--- src/hdl/router_stats_pkg.sv ---
/* Router statistics types
   Port masks, counter words and per-port counter indices */

`default_nettype none

package router_stats_pkg;

    // Widest enable or sample word
    localparam int MAX_PORTS = 32;

    typedef logic [MAX_PORTS-1:0] port_mask_t;
    typedef logic [31:0]          counter_t;
    typedef logic [7:0]           sel_field_t;

    // Packet, byte and error counts supplied by each port
    localparam int NUM_PROFILE_CNTRS = 3;

    ////////////////////////////////////////////////////////////
    // Counter indices within one port's snapshot
    localparam int PKT_CNT  = 0;
    localparam int BYTE_CNT = 1;
    localparam int ERR_CNT  = 2;

    // Event counters start right after the profile counts
    localparam int FIRST_EVENT_CNT = NUM_PROFILE_CNTRS;

endpackage

`default_nettype wire

--- src/hdl/port_event_counters.sv ---
/* Per-port event counters
   Counts rising edges of each event input, restarting at zero on a sample strobe */

`default_nettype none
`timescale 1ns/1ps

module port_event_counters
    import router_stats_pkg::*;
#(
    parameter int NUM_PORTS  = 11,
    parameter int NUM_EVENTS = 2
) (
    input  wire logic                          core_clk_ifc,
    input  wire logic                          peripheral_sresetn_core,
    input  wire port_mask_t [NUM_EVENTS-1:0]   events,
    input  wire port_mask_t                    sample_stb,
    output counter_t [NUM_PORTS-1:0][NUM_EVENTS-1:0] event_counts
);

    // Registered input and its previous value
    port_mask_t [NUM_EVENTS-1:0] events_q;
    port_mask_t [NUM_EVENTS-1:0] events_qq;

    always_ff @(posedge core_clk_ifc) begin
        if (!peripheral_sresetn_core) begin
            events_q     <= '0;
            events_qq    <= '0;
            event_counts <= '0;
        end else begin
            events_q  <= events;
            events_qq <= events_q;
            for (int p = 0; p < NUM_PORTS; p++) begin
                for (int e = 0; e < NUM_EVENTS; e++) begin
                    // Sampling wins over an edge in the same cycle
                    if (sample_stb[p]) begin
                        event_counts[p][e] <= '0;
                    end else if (events_q[e][p] && !events_qq[e][p]) begin
                        event_counts[p][e] <= event_counts[p][e] + 1'b1;
                    end
                end
            end
        end
    end

endmodule

`default_nettype wire

--- config.mk ---
export PLATFORM = sky130hd
export DESIGN_NAME = port_event_counters
export DESIGN_NICKNAME = d
export VERILOG_FILES = /design/src/hdl/router_stats_pkg.sv /design/src/hdl/port_event_counters.sv
export SDC_FILE = /design/constraint.sdc
export NUM_CORES = 1
export LEC_CHECK = 0
export ABC_AREA = 1
export BUFFER_PORTS_ARGS = -buffer_cell sky130_fd_sc_hd__buf_4
export CAP_MARGIN = 0
export CORE_AREA = 2 2 308 310
export DETAILED_ROUTE_END_ITERATION = 12
export DIE_AREA = 0 0 310 312
export GPL_TIMING_DRIVEN = 0
export HOLD_SLACK_MARGIN = 0.15
export SETUP_SLACK_MARGIN = 0.02
export SYNTH_ARGS = -nofsm -noshare
export SYNTH_HDL_FRONTEND = slang
export SYNTH_SLANG_ARGS = --single-unit
--- constraint.sdc ---
create_clock -name core_clk_ifc -period 2.2 [get_ports core_clk_ifc]
set_clock_uncertainty 0.05 [all_clocks]
set_input_delay 0.11 -clock core_clk_ifc [delete_from_list [all_inputs] [get_ports core_clk_ifc]]
set_output_delay 0.11 -clock core_clk_ifc [all_outputs]
set_load 0.005 [all_outputs]
==> results.toml, run 1 <==
[outcome]
status = "finished clean"

[synth]
ys_seq_elements = 748
synth_common_cells = "nand2_1 (1455), nor2_1 (1156), inv_1 (863)"
synth_area_leaders = "dfxtp_1 (39%), nand2_1 (14%), nor2_1 (11%), inv_1 (8.3%), nand3_1 (6.1%)"
yosys.area.top_type = "dfxtp_1"
syn_area_sq_um = 38800
yosysMostFrequentCell = "nand2_1"
syn_nets = 6154
synth_warnings = 0
ys_seq_area_share_pct = 38.6
synthArstFlopShare_pct = 0
avgSynthCellArea_sq_um = 6.44
synth_top_area_share_pct = 38.6
syn_inst = 6033
synth_flop_cell = "dfxtp_1"
synth_enable_flop_cells = 0
yosysUniqueCellTypes = 44

[final_layout]
nNetsFinal = 7023
area_delta_synth_final_pct = 27.4
drive_gt1_share_pct = 17.1
design_area_sq_um = 49500

[worst_setup_path]
endpoint_kind = "flip-flop"
crit_required_ns = 2.69
crit_chain = "ha_1 -> nand3_1 -> nor2_2 -> nand3_1 -> nor2_2 -> nand3_1 -> nand2_1 -> nor2_1"
crit_path_start_kind = "flip-flop"
cp.arrival_ns = 2.40
cp_slowest_cell = "dfxtp_1"
r2r-start = "event_counts[673]"
crit_path_start = "event_counts[673]"
max_stage_delay_ns = 0.48
path_class = "flip-flop to flip-flop"
worst-path-buf-inv = 0
cpMostUsedCell = "nand3_1"
cp_max_fo = 5
critical-path-top-delay-family = "simple AND/OR/NAND/NOR gates"

[cts]
clk_pin_slew_worst_paths_ns = 0.06
h-tree-depth = 3
post-cts-setup-buffers = 0
cts_buffer_depth = 3
cts_buffers = 88
cts_tree = "built"
insertion_delay_ns = 0.65
root_buffer = "clkbuf_16"
cts_sinks = 748

[grt]
globalRoute.totalOverflow = 0
grt_pass1_vias = 37100
grt_pass1_wl_mm = 209
antenna_found_initial = 5
grt.total_usage_pct = 27.2
grt_max_degree = 14

[route]
drtIter0Drc = 2594
drt_wl_total_mm = 136
drtPass1Iterations = 6
vias = 40700
wire_per_inst_microns = 16.6
drc_errors = 0
ant_nets = 0
via_per_inst = 4.95

[run]
maxCapViolCount = 0

[floorplan]
core-area_sq_um = 93000
ios = 802
start_util_pct = 41.7
die_area_sq_um = 96700
rows = 112
die_y_microns = 312
die_w_microns = 310

[power]
vdd_drop_max_mv = 0.488
power_frac_clock_pct = 51.7
internal_power_mw = 23.6
pwr-share-comb_pct = 3.3
p_leak_nw = 20.2
power.density_nw_per_um2 = 614
swShare_pct = 22.4
p_seq_share_pct = 45.0
p_sw_mw = 6.82

[timing]
finalCriticalPeriod_ns = 1.91
drv_slew = 0
tns_ns = 0
max_freq_ghz = 0.523
setup_viol = 0
period_share_pct = 86.8
tightest_slew_ns = 0.695
maxSlewHeadroom_pct = 53.6
grt_setup_unrepaired = "false"
hold_viol_final = 0

[placed_design]
dpl.hpwl_mm = 106
placed_area_sq_um = 45900
place_congestion = 0.959
port_buffers = 737

[min_path]
hp-start = "events[36]"
hp-class = "primary input to flip-flop"
[worst reg2reg max path, cell delays in order, from the launching register on]
cell and delay [ns]:
dfxtp_1 0.48, ha_1 0.23, nand3_1 0.12, nor2_2 0.20
nand3_1 0.24, nor2_2 0.28, nand3_1 0.10, nand2_1 0.07
nor2_1 0.04
[layout make-up]
| type | count | area, sq um |
|---|---|---|
| clock inverter | 31 | 445 |
| fill | 9496 | 43600 |
| inverter | 879 | 3300 |
| sequential | 748 | 15000 |
| clock buffer | 129 | 2650 |
| antenna | 2 | 5.00 |
| tap | 1254 | 1570 |
| buffer | 77 | 487 |
| timing repair buffer | 779 | 5950 |
| multi-input combinational | 4329 | 20100 |
[per-stage QoR]
step                      std cells  worst slack, ns  total power, mW  util (%)  hold slack [ns]
after floorplan                6033            0.685             14.5         -            0.158
after detailed placement       8024            0.270             14.9      49.4            0.248
final                          8228            0.290             30.4      53.2            0.185
after global placement         8024            0.219             14.9      49.4            0.243
after CTS                      8226            0.286             30.8      53.2            0.150
after global routing           8228           0.0929             31.4      53.2            0.186
[power groups by stage]
stage	Sequential, mW	Clock [mW]	Combinational [mW]
floorplan	14.0	0	0.553
global placement	14.0	0	0.932
detailed placement	14.0	0	0.943
CTS	13.7	16.1	1.01
global route	13.7	16.6	1.11
finish	13.7	15.7	1.00
[state kept, by name, summed over array words and instances (netlist names)]
signal,flops
event_counts,704
events_q,22
events_qq,22
[worst paths after layout]
| check | end | slack [ns] | depth (start not counted) |
|---|---|---|---|
| worst min register to register | events_qq[35] | 0.37 | 2 |
| worst max register to register | event_counts[696] | 0.29 | 8 |
| worst max-delay path | event_counts[696] | 0.29 | 8 |
| worst min-delay path | events_q[36] | 0.19 | 4 |
[what timing repair did]
item	CTS	global route
resized for setup	0	0
hold endpoints to repair	710	0
hold buffers	42	0
[cell families (layout without fill, tap and decap cells)]
family / count (synthesis) / after routing / share of synthesized area, %
other: 0 / 2 / 0
AO/OA/AOI/OAI: 591 / 591 / 8.00
buffers and inverters: 956 / 1895 / 9.74
flip-flops: 748 / 748 / 38.6
XOR/XNOR: 82 / 82 / 1.85
AND/OR/NAND/NOR: 3633 / 3633 / 41.1
adder cells (fa/ha/maj): 23 / 23 / 0.741
[cell usage in the layout, fill, tap and decap left out, drive strengths merged, types with 31 or more instances in the layout]
master / instances
nand3: 490
dlygate4sd3: 42
dfxtp: 748
xor2: 66
clkbuf: 135
nand4: 148
nor3b: 31
nor3: 139
nor2: 1305
buf: 808
o21ai: 240
inv: 880
nand2: 1493
a21oi: 291
[layer usage]
| layer | up-vias | wire length, microns | GRT usage (%) |
|---|---|---|---|
| met5 | - | 38 | 0 |
| met4 | 6 | 7060 | 13.8 |
| met3 | 280 | 11100 | 7.57 |
| met2 | 1169 | 62000 | 44.5 |
| met1 | 18400 | 56200 | 32.6 |
| li1 | 20800 | - | - |
(Power assumes the default switching activity.)
==> run 2: changes to the inputs <==
--- a/config.mk
+++ b/config.mk
@@ -11,7 +11,7 @@
 export CORE_AREA = 2 2 308 310
 export DETAILED_ROUTE_END_ITERATION = 12
 export DIE_AREA = 0 0 310 312
-export GPL_TIMING_DRIVEN = 0
+export GPL_TIMING_DRIVEN = 1
 export HOLD_SLACK_MARGIN = 0.15
 export SETUP_SLACK_MARGIN = 0.02
 export SYNTH_ARGS = -nofsm -noshare
==> results.toml, run 2 (same netlist as run 1, synthesis figures left out) <==
[grt]
grt_pass1_wl_mm = 202
grt_pass1_vias = 36500
grt.total_usage_pct = 26.0
grt_max_degree = 50
globalRoute.totalOverflow = 0
antenna_found_initial = 4

[timing]
setup_ws_ns = 0.366
finalCriticalPeriod_ns = 1.83
max_freq_ghz = 0.545
setup_viol = 0
hold_viol_final = 0
tightest_slew_ns = 0.746
maxSlewHeadroom_pct = 50.3
grt_setup_unrepaired = "false"
drv_slew = 0
tns_ns = 0
period_share_pct = 83.4
whs_ns = 0.312

[power]
power.density_nw_per_um2 = 605
vdd_drop_max_mv = 0.473
p_leak_nw = 20.1

[worst_setup_path]
cp_slowest_cell = "dlygate4sd3_1"
cp_max_fo = 12
crit_required_ns = 2.73
path_class = "primary input to flip-flop"
endpoint_kind = "flip-flop"
worst-path-buf-inv = 5
max_stage_delay_ns = 0.88
crit_path_start_kind = "primary input"
critical-path-top-delay-family = "buffers and inverters"
cp.arrival_ns = 2.37
crit_chain = "dlygate4sd3_1 -> buf_4 -> inv_2 -> buf_4 -> nor2_4 -> dlygate4sd3_1 -> o21ai_0 -> a21oi_1"

[cts]
h-tree-depth = 3
cts_buffers = 88
cts_tree = "built"
insertion_delay_ns = 0.65
clk_pin_slew_worst_paths_ns = 0.06
cts_buffer_depth = 3
cts_sinks = 748
root_buffer = "clkbuf_16"

[floorplan]
ios = 802
die_y_microns = 312
die_w_microns = 310
die_area_sq_um = 96700
core-area_sq_um = 93000
rows = 112
start_util_pct = 41.7

[route]
ant_nets = 0
drtPass1Iterations = 6
drc_errors = 0
drt_wl_total_mm = 130
via_per_inst = 4.87
wire_per_inst_microns = 15.9
vias = 40000
drtIter0Drc = 2554

[outcome]
status = "finished clean"

[final_layout]
largest_reg_flops = 704
most-common-layout-cells = "nand2_1 (1455), nor2_1 (1156), inv_1 (863)"
post-route-util_pct = 53.1
final_common_cell = "nand2_1"
final_cells = 8208
reg.largest.list = "event_counts: 704 flops, events_q: 22 flops, events_qq: 22 flops"
area_delta_synth_final_pct = 27.3
drive_gt1_share_pct = 16.5
nNetsFinal = 7007
top_register = "event_counts"

[placed_design]
port_buffers = 738
placed_cells = 7978
place_congestion = 0.940
post-place-ws_ns = 0.442
dpl.hpwl_mm = 101

[min_path]
hp-class = "primary input to flip-flop"

[run]
maxCapViolCount = 0
[run 2: changes by cell type in the layout (fill, tap and decap cells not counted)]
cell and change:
buf_2 -42, clkbuf_1 -4, nor2_4 +1, nor2_2 -1, buf_4 +12, clkbuf_8 +3
bufinv_16 -4, dlygate4sd3_1 +30, diode_2 -1, clkbuf_2 -5, buf_6 -9, clkinvlp_4 +1
buf_1 -1
[run 2: repair_timing]
item,4_1_cts,5_1_grt
hold endpoints to repair,736,0
hold buffers,72,0
buffers inserted,0,0
resized for setup,0,0
[run 2: per-layer routing]
layer | wire [microns] | vias to the layer above | GRT usage (%)
li1 | - | 20700 | -
met1 | 54600 | 17900 | 31.4
met2 | 59100 | 1069 | 42.5
met3 | 10700 | 240 | 7.48
met4 | 6020 | 6 | 11.7
met5 | 44 | - | 0
[run 2: path summary, 6_finish.rpt]
path / slack, ns / end / cells past startpoint / from
worst max-delay path: 0.37 / event_counts[8] / 8 / peripheral_sresetn_core
worst min-delay path: 0.31 / event_counts[407] / 5 / sample_stb[6]
worst max register to register: 0.40 / event_counts[700] / 8 / event_counts[672]
worst min register to register: 0.38 / events_qq[36] / 2 / events_q[36]
[run 2: layout make-up]
cell class / instances / area [sq um]
Fill cell: 9548 / 43600
Multi-Input combinational cell: 4329 / 20100
Sequential cell: 748 / 15000
Timing Repair Buffer: 840 / 6490
Inverter: 879 / 3300
Clock buffer: 129 / 2680
Tap cell: 1254 / 1570
Clock inverter: 28 / 333
Antenna cell: 1 / 2.50
[run 2: power by group]
group,switching (mW),leakage [nW],internal [mW]
clock network,6.06,1.49,9.23
registers,0.0533,6.03,13.6
logic,0.598,12.6,0.337
total,6.71,20.1,23.2
[run 2: per-stage QoR]
step	cell area [sq um]	total power [mW]
after detailed placement	45700	14.8
after floorplan	38800	14.5
after global placement	45700	14.8
after global routing	49400	30.9
final	49400	29.9
after CTS	49400	30.3
[run 2: worst reg2reg max path: stages, from the launching register on]
cell     delay (ns)
dfxtp_1        0.40
ha_1           0.21
nand3_1        0.13
nor2_2         0.19
nand3_1        0.23
nor2_2         0.27
nand3_1        0.10
nand2_1        0.07
nor2_1         0.04
