## config.mk

```make
export PLATFORM = sky130hd
export DESIGN_NAME = router_csr_slave
export DESIGN_NICKNAME = d
export VERILOG_FILES = /design/src/hdl/router_regs_pkg.sv /design/src/hdl/router_stats_pkg.sv /design/src/hdl/router_csr_slave.sv
export SDC_FILE = /design/constraint.sdc
export NUM_CORES = 1
export LEC_CHECK = 0
export BUFFER_PORTS_ARGS = -buffer_cell sky130_fd_sc_hd__buf_4
export CAP_MARGIN = 30
export CORE_AREA = 2 2 157 159
export CTS_BUF_LIST = sky130_fd_sc_hd__clkbuf_8
export DETAILED_ROUTE_END_ITERATION = 6
export DIE_AREA = 0 0 159 161
export PLACE_DENSITY_LB_ADDON = 0.1
export SYNTH_ARGS = -nofsm -noshare
export SYNTH_HDL_FRONTEND = slang
export SYNTH_SLANG_ARGS = --single-unit
```

## constraint.sdc

```tcl
create_clock -name core_clk_ifc -period 1.92 [get_ports core_clk_ifc]
set_clock_uncertainty 0.05 [all_clocks]
set_input_delay 0.288 -clock core_clk_ifc [delete_from_list [all_inputs] [get_ports core_clk_ifc]]
set_output_delay 0.288 -clock core_clk_ifc [all_outputs]
set_load 0.01 [all_outputs]
```

## src/hdl/router_regs_pkg.sv

```systemverilog
/* Router statistics register map
   Word addresses, select field layout and bus response codes */

`default_nettype none

package router_regs_pkg;

    typedef logic [14:0] reg_addr_t;
    typedef logic [31:0] reg_word_t;
    typedef logic [1:0]  reg_resp_t;

    ////////////////////////////////////////////////////////////
    // Word addresses
    localparam int ADDR_VERSION_ID           = 0;
    localparam int ADDR_PARAMS0              = 1;
    localparam int ADDR_PARAMS1              = 2;
    localparam int ADDR_ING_PORT_ENABLE_CON  = 3;
    localparam int ADDR_EGR_PORT_ENABLE_CON  = 4;
    localparam int ADDR_ING_PORT_ENABLE_STAT = 5;
    localparam int ADDR_EGR_PORT_ENABLE_STAT = 6;
    localparam int ADDR_ING_CNTRS_SAMPLE_CON = 7;
    localparam int ADDR_ING_CNTRS_READ_SEL   = 8;
    localparam int ADDR_ING_CNTRS_READ_DATA  = 9;
    localparam int ADDR_EGR_CNTRS_SAMPLE_CON = 10;
    localparam int ADDR_EGR_CNTRS_READ_SEL   = 11;
    localparam int ADDR_EGR_CNTRS_READ_DATA  = 12;

    localparam int TOTAL_REGS = 13;

    // Bus responses
    localparam reg_resp_t RESP_OKAY        = 2'd0;
    localparam reg_resp_t RESP_SLAVE_ERROR = 2'd2;

    // Counter select word, port above counter index
    localparam int SEL_PORT_MSB = 15;
    localparam int SEL_PORT_LSB = 8;
    localparam int SEL_IDX_MSB  = 7;
    localparam int SEL_IDX_LSB  = 0;

    // Major in the upper byte, minor in the lower
    localparam logic [15:0] MODULE_VERSION = {8'd1, 8'd0};

endpackage

`default_nettype wire

```

## src/hdl/router_stats_pkg.sv

```systemverilog
/* Router statistics types
   Port masks, counter words and per-port counter indices */

`default_nettype none

package router_stats_pkg;

    // Widest enable or sample word
    localparam int MAX_PORTS = 32;

    typedef logic [MAX_PORTS-1:0] port_mask_t;
    typedef logic [31:0]          counter_t;
    typedef logic [7:0]           sel_field_t;

    // Packet, byte and error counts supplied by each port
    localparam int NUM_PROFILE_CNTRS = 3;

    ////////////////////////////////////////////////////////////
    // Counter indices within one port's snapshot
    localparam int PKT_CNT  = 0;
    localparam int BYTE_CNT = 1;
    localparam int ERR_CNT  = 2;

    // Event counters start right after the profile counts
    localparam int FIRST_EVENT_CNT = NUM_PROFILE_CNTRS;

endpackage

`default_nettype wire

```

## src/hdl/router_csr_slave.sv

```systemverilog
/* Avalon-MM style slave for the router statistics block
   Holds the control registers and answers reads and writes one cycle later */

`default_nettype none
`timescale 1ns/1ps

module router_csr_slave
    import router_regs_pkg::*;
    import router_stats_pkg::*;
#(
    parameter int NUM_ING_PORTS   = 11,
    parameter int NUM_EGR_PORTS   = 11,
    parameter int MTU_BYTES       = 2000,
    parameter int DATA_BYTES      = 64,
    parameter int CLOCK_PERIOD_PS = 10000,
    parameter int MODULE_ID       = 10
) (
    input  wire logic       core_clk_ifc,
    input  wire logic       peripheral_sresetn_core,

    input  wire reg_addr_t  address,
    input  wire logic       read,
    input  wire logic       write,
    input  wire reg_word_t  writedata,
    output reg_word_t       readdata,
    output logic            readdatavalid,
    output reg_resp_t       response,
    output logic            writeresponsevalid,

    output port_mask_t      ing_phys_ports_enable,
    output port_mask_t      egr_phys_ports_enable,
    input  wire port_mask_t ing_ports_connected,
    input  wire port_mask_t egr_ports_connected,

    output port_mask_t      ing_sample,
    output reg_word_t       ing_read_sel,
    input  wire counter_t   ing_read_data,
    output port_mask_t      egr_sample,
    output reg_word_t       egr_read_sel,
    input  wire counter_t   egr_read_data
);

    ////////////////////////////////////////////////////////////
    // Constant words
    localparam port_mask_t ING_MASK = port_mask_t'((64'd1 << NUM_ING_PORTS) - 64'd1);
    localparam port_mask_t EGR_MASK = port_mask_t'((64'd1 << NUM_EGR_PORTS) - 64'd1);

    localparam reg_word_t VERSION_ID_WORD = {MODULE_VERSION, 16'(MODULE_ID)};
    localparam reg_word_t PARAMS0_WORD    = {8'd0, 8'(DATA_BYTES), 8'(NUM_EGR_PORTS),
                                             8'(NUM_ING_PORTS)};
    localparam reg_word_t PARAMS1_WORD    = {16'(CLOCK_PERIOD_PS), 16'(MTU_BYTES)};

    logic [12:0] word_addr;
    logic        addr_ok;
    reg_word_t   rd_word;

    // Byte address to word address, low two bits ignored
    assign word_addr = address[14:2];
    assign addr_ok   = int'(word_addr) < TOTAL_REGS;

    ////////////////////////////////////////////////////////////
    // Writable registers
    always_ff @(posedge core_clk_ifc) begin
        if (!peripheral_sresetn_core) begin
            ing_phys_ports_enable <= ING_MASK;
            egr_phys_ports_enable <= EGR_MASK;
            ing_sample            <= '0;
            ing_read_sel          <= '0;
            egr_sample            <= '0;
            egr_read_sel          <= '0;
        end else if (write) begin
            case (word_addr)
                ADDR_ING_PORT_ENABLE_CON:  ing_phys_ports_enable <= writedata & ING_MASK;
                ADDR_EGR_PORT_ENABLE_CON:  egr_phys_ports_enable <= writedata & EGR_MASK;
                ADDR_ING_CNTRS_SAMPLE_CON: ing_sample            <= writedata;
                ADDR_ING_CNTRS_READ_SEL:   ing_read_sel          <= writedata;
                ADDR_EGR_CNTRS_SAMPLE_CON: egr_sample            <= writedata;
                ADDR_EGR_CNTRS_READ_SEL:   egr_read_sel          <= writedata;
                // Read-only and unmapped words keep their value
                default: ;
            endcase
        end
    end

    ////////////////////////////////////////////////////////////
    // Read multiplexer
    always_comb begin
        rd_word = '0;
        case (word_addr)
            ADDR_VERSION_ID:           rd_word = VERSION_ID_WORD;
            ADDR_PARAMS0:              rd_word = PARAMS0_WORD;
            ADDR_PARAMS1:              rd_word = PARAMS1_WORD;
            ADDR_ING_PORT_ENABLE_CON:  rd_word = ing_phys_ports_enable;
            ADDR_EGR_PORT_ENABLE_CON:  rd_word = egr_phys_ports_enable;
            ADDR_ING_PORT_ENABLE_STAT: rd_word = ing_ports_connected & ING_MASK;
            ADDR_EGR_PORT_ENABLE_STAT: rd_word = egr_ports_connected & EGR_MASK;
            ADDR_ING_CNTRS_SAMPLE_CON: rd_word = ing_sample;
            ADDR_ING_CNTRS_READ_SEL:   rd_word = ing_read_sel;
            ADDR_ING_CNTRS_READ_DATA:  rd_word = ing_read_data;
            ADDR_EGR_CNTRS_SAMPLE_CON: rd_word = egr_sample;
            ADDR_EGR_CNTRS_READ_SEL:   rd_word = egr_read_sel;
            ADDR_EGR_CNTRS_READ_DATA:  rd_word = egr_read_data;
            default:                   rd_word = '0;
        endcase
    end

    ////////////////////////////////////////////////////////////
    // Responses, one cycle after the strobe
    always_ff @(posedge core_clk_ifc) begin
        if (!peripheral_sresetn_core) begin
            readdatavalid      <= 1'b0;
            writeresponsevalid <= 1'b0;
        end else begin
            readdatavalid      <= read;
            writeresponsevalid <= write;
        end
    end

    always_ff @(posedge core_clk_ifc) begin
        if (read) begin
            readdata <= rd_word;
        end
        if (read || write) begin
            response <= addr_ok ? RESP_OKAY : RESP_SLAVE_ERROR;
        end
    end

endmodule

`default_nettype wire

```

==> impl_metrics.env <==
export IMPL_die_h_um=161
export IMPL_post_cts_setup_buffers=0
export IMPL_critical_path_arrival_ps=1700
export IMPL_numClockSinks=185
export IMPL_vias=7958
export IMPL_tightestPinTransition_ps=750
export IMPL_ys_async_sr_fraction=0
export IMPL_grt_pass1_vias=7531
export IMPL_endpoint_kind="flop"
export IMPL_outcome="complete, no violations"
export IMPL_layout_worst_path_cycle_share=0.807
export IMPL_drv_max_cap_violation_count=0
export IMPL_yosysWarnings=0
export IMPL_diode_insertion_count_for_antenna_repair=0
export IMPL_post_synth_main_area_contributors="sky130_fd_sc_hd__dfxtp_1 34%, sky130_fd_sc_hd__mux2i_1 16%, sky130_fd_sc_hd__edfxtp_1 11%, sky130_fd_sc_hd__nor2b_1 9.7%, sky130_fd_sc_hd__a22oi_1 4.8%"
export IMPL_timing_critical_path_cells="buf_4 > buf_4 > nor3_4 > buf_4 > a221oi_1 > a41oi_1"
export IMPL_crit_start_category="input pin"
export IMPL_insertion_delay_ps=470
export IMPL_cts_tree="yes"
export IMPL_worst_path_dominant_cell_family="buffers and inverters"
export IMPL_seq_area_frac_synth=0.455
export IMPL_final_layout_size_suffix_gt1_frac=0.362
export IMPL_routed_wirelength_um=33000
export IMPL_htreeDepth=4
export IMPL_nNetsFinal=1364
export IMPL_pin_count=407
export IMPL_min_period_ps=1550
export IMPL_vias_per_cell=5.23
export IMPL_starting_density_of_the_core=0.370
export IMPL_grt_setup_unrepaired="no"
export IMPL_synth_edf_count=33
export IMPL_postSynthRegisterBits=185
export IMPL_leakage_nw=5.87
export IMPL_crit_type="input pin to flop"
export IMPL_grt_overflow=0
export IMPL_synthDistinctLibCells=50
export IMPL_final_setup_worst_slack_ps=370
export IMPL_postRouteAntennaNets=0
export IMPL_final_hold_violation_count=0
export IMPL_rows=57
export IMPL_grt_total_usage=0.248
export IMPL_timing_critical_path_slowest_cell_delay_ps=390
export IMPL_clockRootBuffer="sky130_fd_sc_hd__clkbuf_8"
export IMPL_cellPowerDensity_nw_per_um2=605
export IMPL_pre_cts_slack_ps=-89.9
export IMPL_syn_area_per_cell_um2=10.4
export IMPL_synth_cell_area_um2=8870
export IMPL_holdCritPathClass="input pin to flop"
export IMPL_maxClockFrequency_mhz=645
export IMPL_layout_area_overhead_vs_synth_pct=38.8
export IMPL_cpMaxStageDelayCell="sky130_fd_sc_hd__a221oi_1"
export IMPL_detail_route_first_pass_iterations=7
export IMPL_cts_clk_slew_worst_paths_ps=110
export IMPL_slew_headroom=0.498
export IMPL_horizontal_die_dimension_um=159
export IMPL_route_detailed_wl_per_inst_um=21.7
export IMPL_maximum_fanout_count_along_the_critical_path=30
export IMPL_detailedPlacementHpwl_um=23400
export IMPL_hold_buffers=0
export IMPL_post_route_util=0.514
export IMPL_grt_first_pass_wirelength_um=48200
export IMPL_syn_inst=853
export IMPL_path_common_cell="sky130_fd_sc_hd__buf_4"
export IMPL_yosys_area_top_type_share=0.343
export IMPL_synth_flop_cell="sky130_fd_sc_hd__dfxtp_1"
export IMPL_quantity_of_i_o_buffers_inserted_on_ports=319
export IMPL_path_buf_inv=3
export IMPL_drt_iter0_markers=629
export IMPL_floorplan_core_area_um2=24000
export IMPL_synth_largest_area_cell="sky130_fd_sc_hd__dfxtp_1"
export IMPL_post_cts_resized_instances=0
export IMPL_worst_ep_required_time_ps=2080
export IMPL_numCtsBuffers=17
export IMPL_ir_worst_vdd_uv=422
export IMPL_setup_viol=0
export IMPL_cts_max_path_buffers=2
export IMPL_dieArea_um2=25600
export IMPL_slew_violations=0
export IMPL_final_replace_weighted_congestion=0.857
export IMPL_grt_antenna_before_repair=1
export IMPL_grt_start_max_net_pins=72
export IMPL_post_route_drc_count=0
[tightest hold or removal path, delay by kind of cell]
kind,cells,cell delay [ps]
and+or+nand+nor,1,60
muxes,1,70
buffers and inverters,1,120
[layer usage]
layer	track usage	vias up	part of all wire
met5	0	-	0.00049
met4	0.0773	2	0.023
li1	-	3716	-
met3	0.0575	53	0.078
met2	0.402	400	0.47
met1	0.330	3787	0.43
[registers in the layout, summed over array words and instances, names as in the netlist]
| name | cells |
|---|---|
| egr_phys_ports_enable | 11 |
| egr_read_sel | 32 |
| egr_sample | 32 |
| ing_phys_ports_enable | 11 |
| ing_read_sel | 32 |
| ing_sample | 32 |
| readdata | 32 |
| readdatavalid | 1 |
| response | 1 |
| writeresponsevalid | 1 |
[cell type report]
cell class              instances  area [um2]
fillers                      2305       11600
repair buffers                384        3060
well taps                     324         405
inverters                       4        15.0
flip-flops and latches        185        4030
multi-input cells             593        4410
clock inverters                15         155
clock buffers                  17         234
[cell usage after synthesis (4+ instances only)]
cell and number:
sky130_fd_sc_hd__a222oi_1 14, sky130_fd_sc_hd__a32oi_1 5, sky130_fd_sc_hd__a21o_1 4, sky130_fd_sc_hd__edfxtp_1 33, sky130_fd_sc_hd__and2_1 5, sky130_fd_sc_hd__and3_1 6, sky130_fd_sc_hd__buf_2 24, sky130_fd_sc_hd__a31oi_1 28
sky130_fd_sc_hd__buf_4 49, sky130_fd_sc_hd__a32o_1 7, sky130_fd_sc_hd__o21ai_0 19, sky130_fd_sc_hd__dfxtp_1 152, sky130_fd_sc_hd__mux2i_1 140, sky130_fd_sc_hd__a22o_1 12, sky130_fd_sc_hd__inv_1 4, sky130_fd_sc_hd__a221oi_1 4
sky130_fd_sc_hd__a22oi_1 57, sky130_fd_sc_hd__a41oi_1 5, sky130_fd_sc_hd__nand3_1 26, sky130_fd_sc_hd__nand2_1 30, sky130_fd_sc_hd__a21oi_1 4, sky130_fd_sc_hd__clkbuf_1 38, sky130_fd_sc_hd__nand4_1 5, sky130_fd_sc_hd__nor2b_1 138
sky130_fd_sc_hd__nor2_1 5, sky130_fd_sc_hd__mux2_2 4
[stage by stage]
stage / total power [mW] / cells / hold WS, ps / setup TNS [ps] / area, um2
3_5_place_dp: 4.90 / 1490 / 449 / -1300 / 11900
6_report: 7.45 / 1522 / 35.5 / 0 / 12300
3_3_place_gp: 4.91 / 1490 / 435 / -54.5 / 11900
4_1_cts: 7.51 / 1522 / 3.40 / 0 / 12300
5_1_grt: 7.72 / 1522 / 13.5 / 0 / 12300
2_1_floorplan: 4.45 / 895 / 350 / 0 / 9030
[power breakdown]
| group | internal (mW) | total [mW] | leakage (nW) | switching, mW |
|---|---|---|---|---|
| Sequential | 3.97 | 3.99 | 1.55 | 0.0110 |
| Combinational | 0.401 | 0.836 | 4.12 | 0.435 |
| Clock | 0.977 | 2.63 | 0.197 | 1.65 |
[cells in the final DEF (no fill, tap or decap), drive strengths merged, types with 3 or more instances in the layout]
cell    netlist  routed
and4b         3       3
edfxtp       33      33
nand3        26      26
conb          1      43
mux2          4       4
nor3          3       3
and3          6       6
a21o          4       4
a222oi       14      14
a32o          7       7
a22oi        57      57
a22o         12      12
a221oi        4       4
mux2i       140     140
a21oi         4       4
nor4bb        3       3
nand3b        3       3
clkinv        0       6
buf          75     384
inv           4      12
dfxtp       152     152
nand2        30      30
nor2b       138     138
a31oi        28      28
clkbuf       38      17
a41oi         5       5
a32oi         5       5
nor2          5       5
nand4         7       7
o21ai        19      19
and2          5       5
[cells by family after synthesis]
group                  share of synthesized area
and+or+nand+nor                            0.167
DFF                                        0.455
AOI/OAI and AO/OA                          0.139
muxes                                      0.166
buffers and inverters                     0.0736
other                                   0.000423
[worst paths after layout]
path | start | endpoint | slack [ps] | depth (start not counted)
max | address[2] | readdata[2]$_DFFE_PP_ | 370 | 6
min reg2reg | egr_phys_ports_enable[5]$_SDFFE_PN1P_ | egr_phys_ports_enable[5]$_SDFFE_PN1P_ | 470 | 2
max reg2reg | ing_phys_ports_enable[3]$_SDFFE_PN1P_ | readdata[3]$_DFFE_PP_ | 460 | 4
min | writedata[3] | ing_phys_ports_enable[3]$_SDFFE_PN1P_ | 40 | 3
Note: power is estimated with default switching activity, not from simulation.
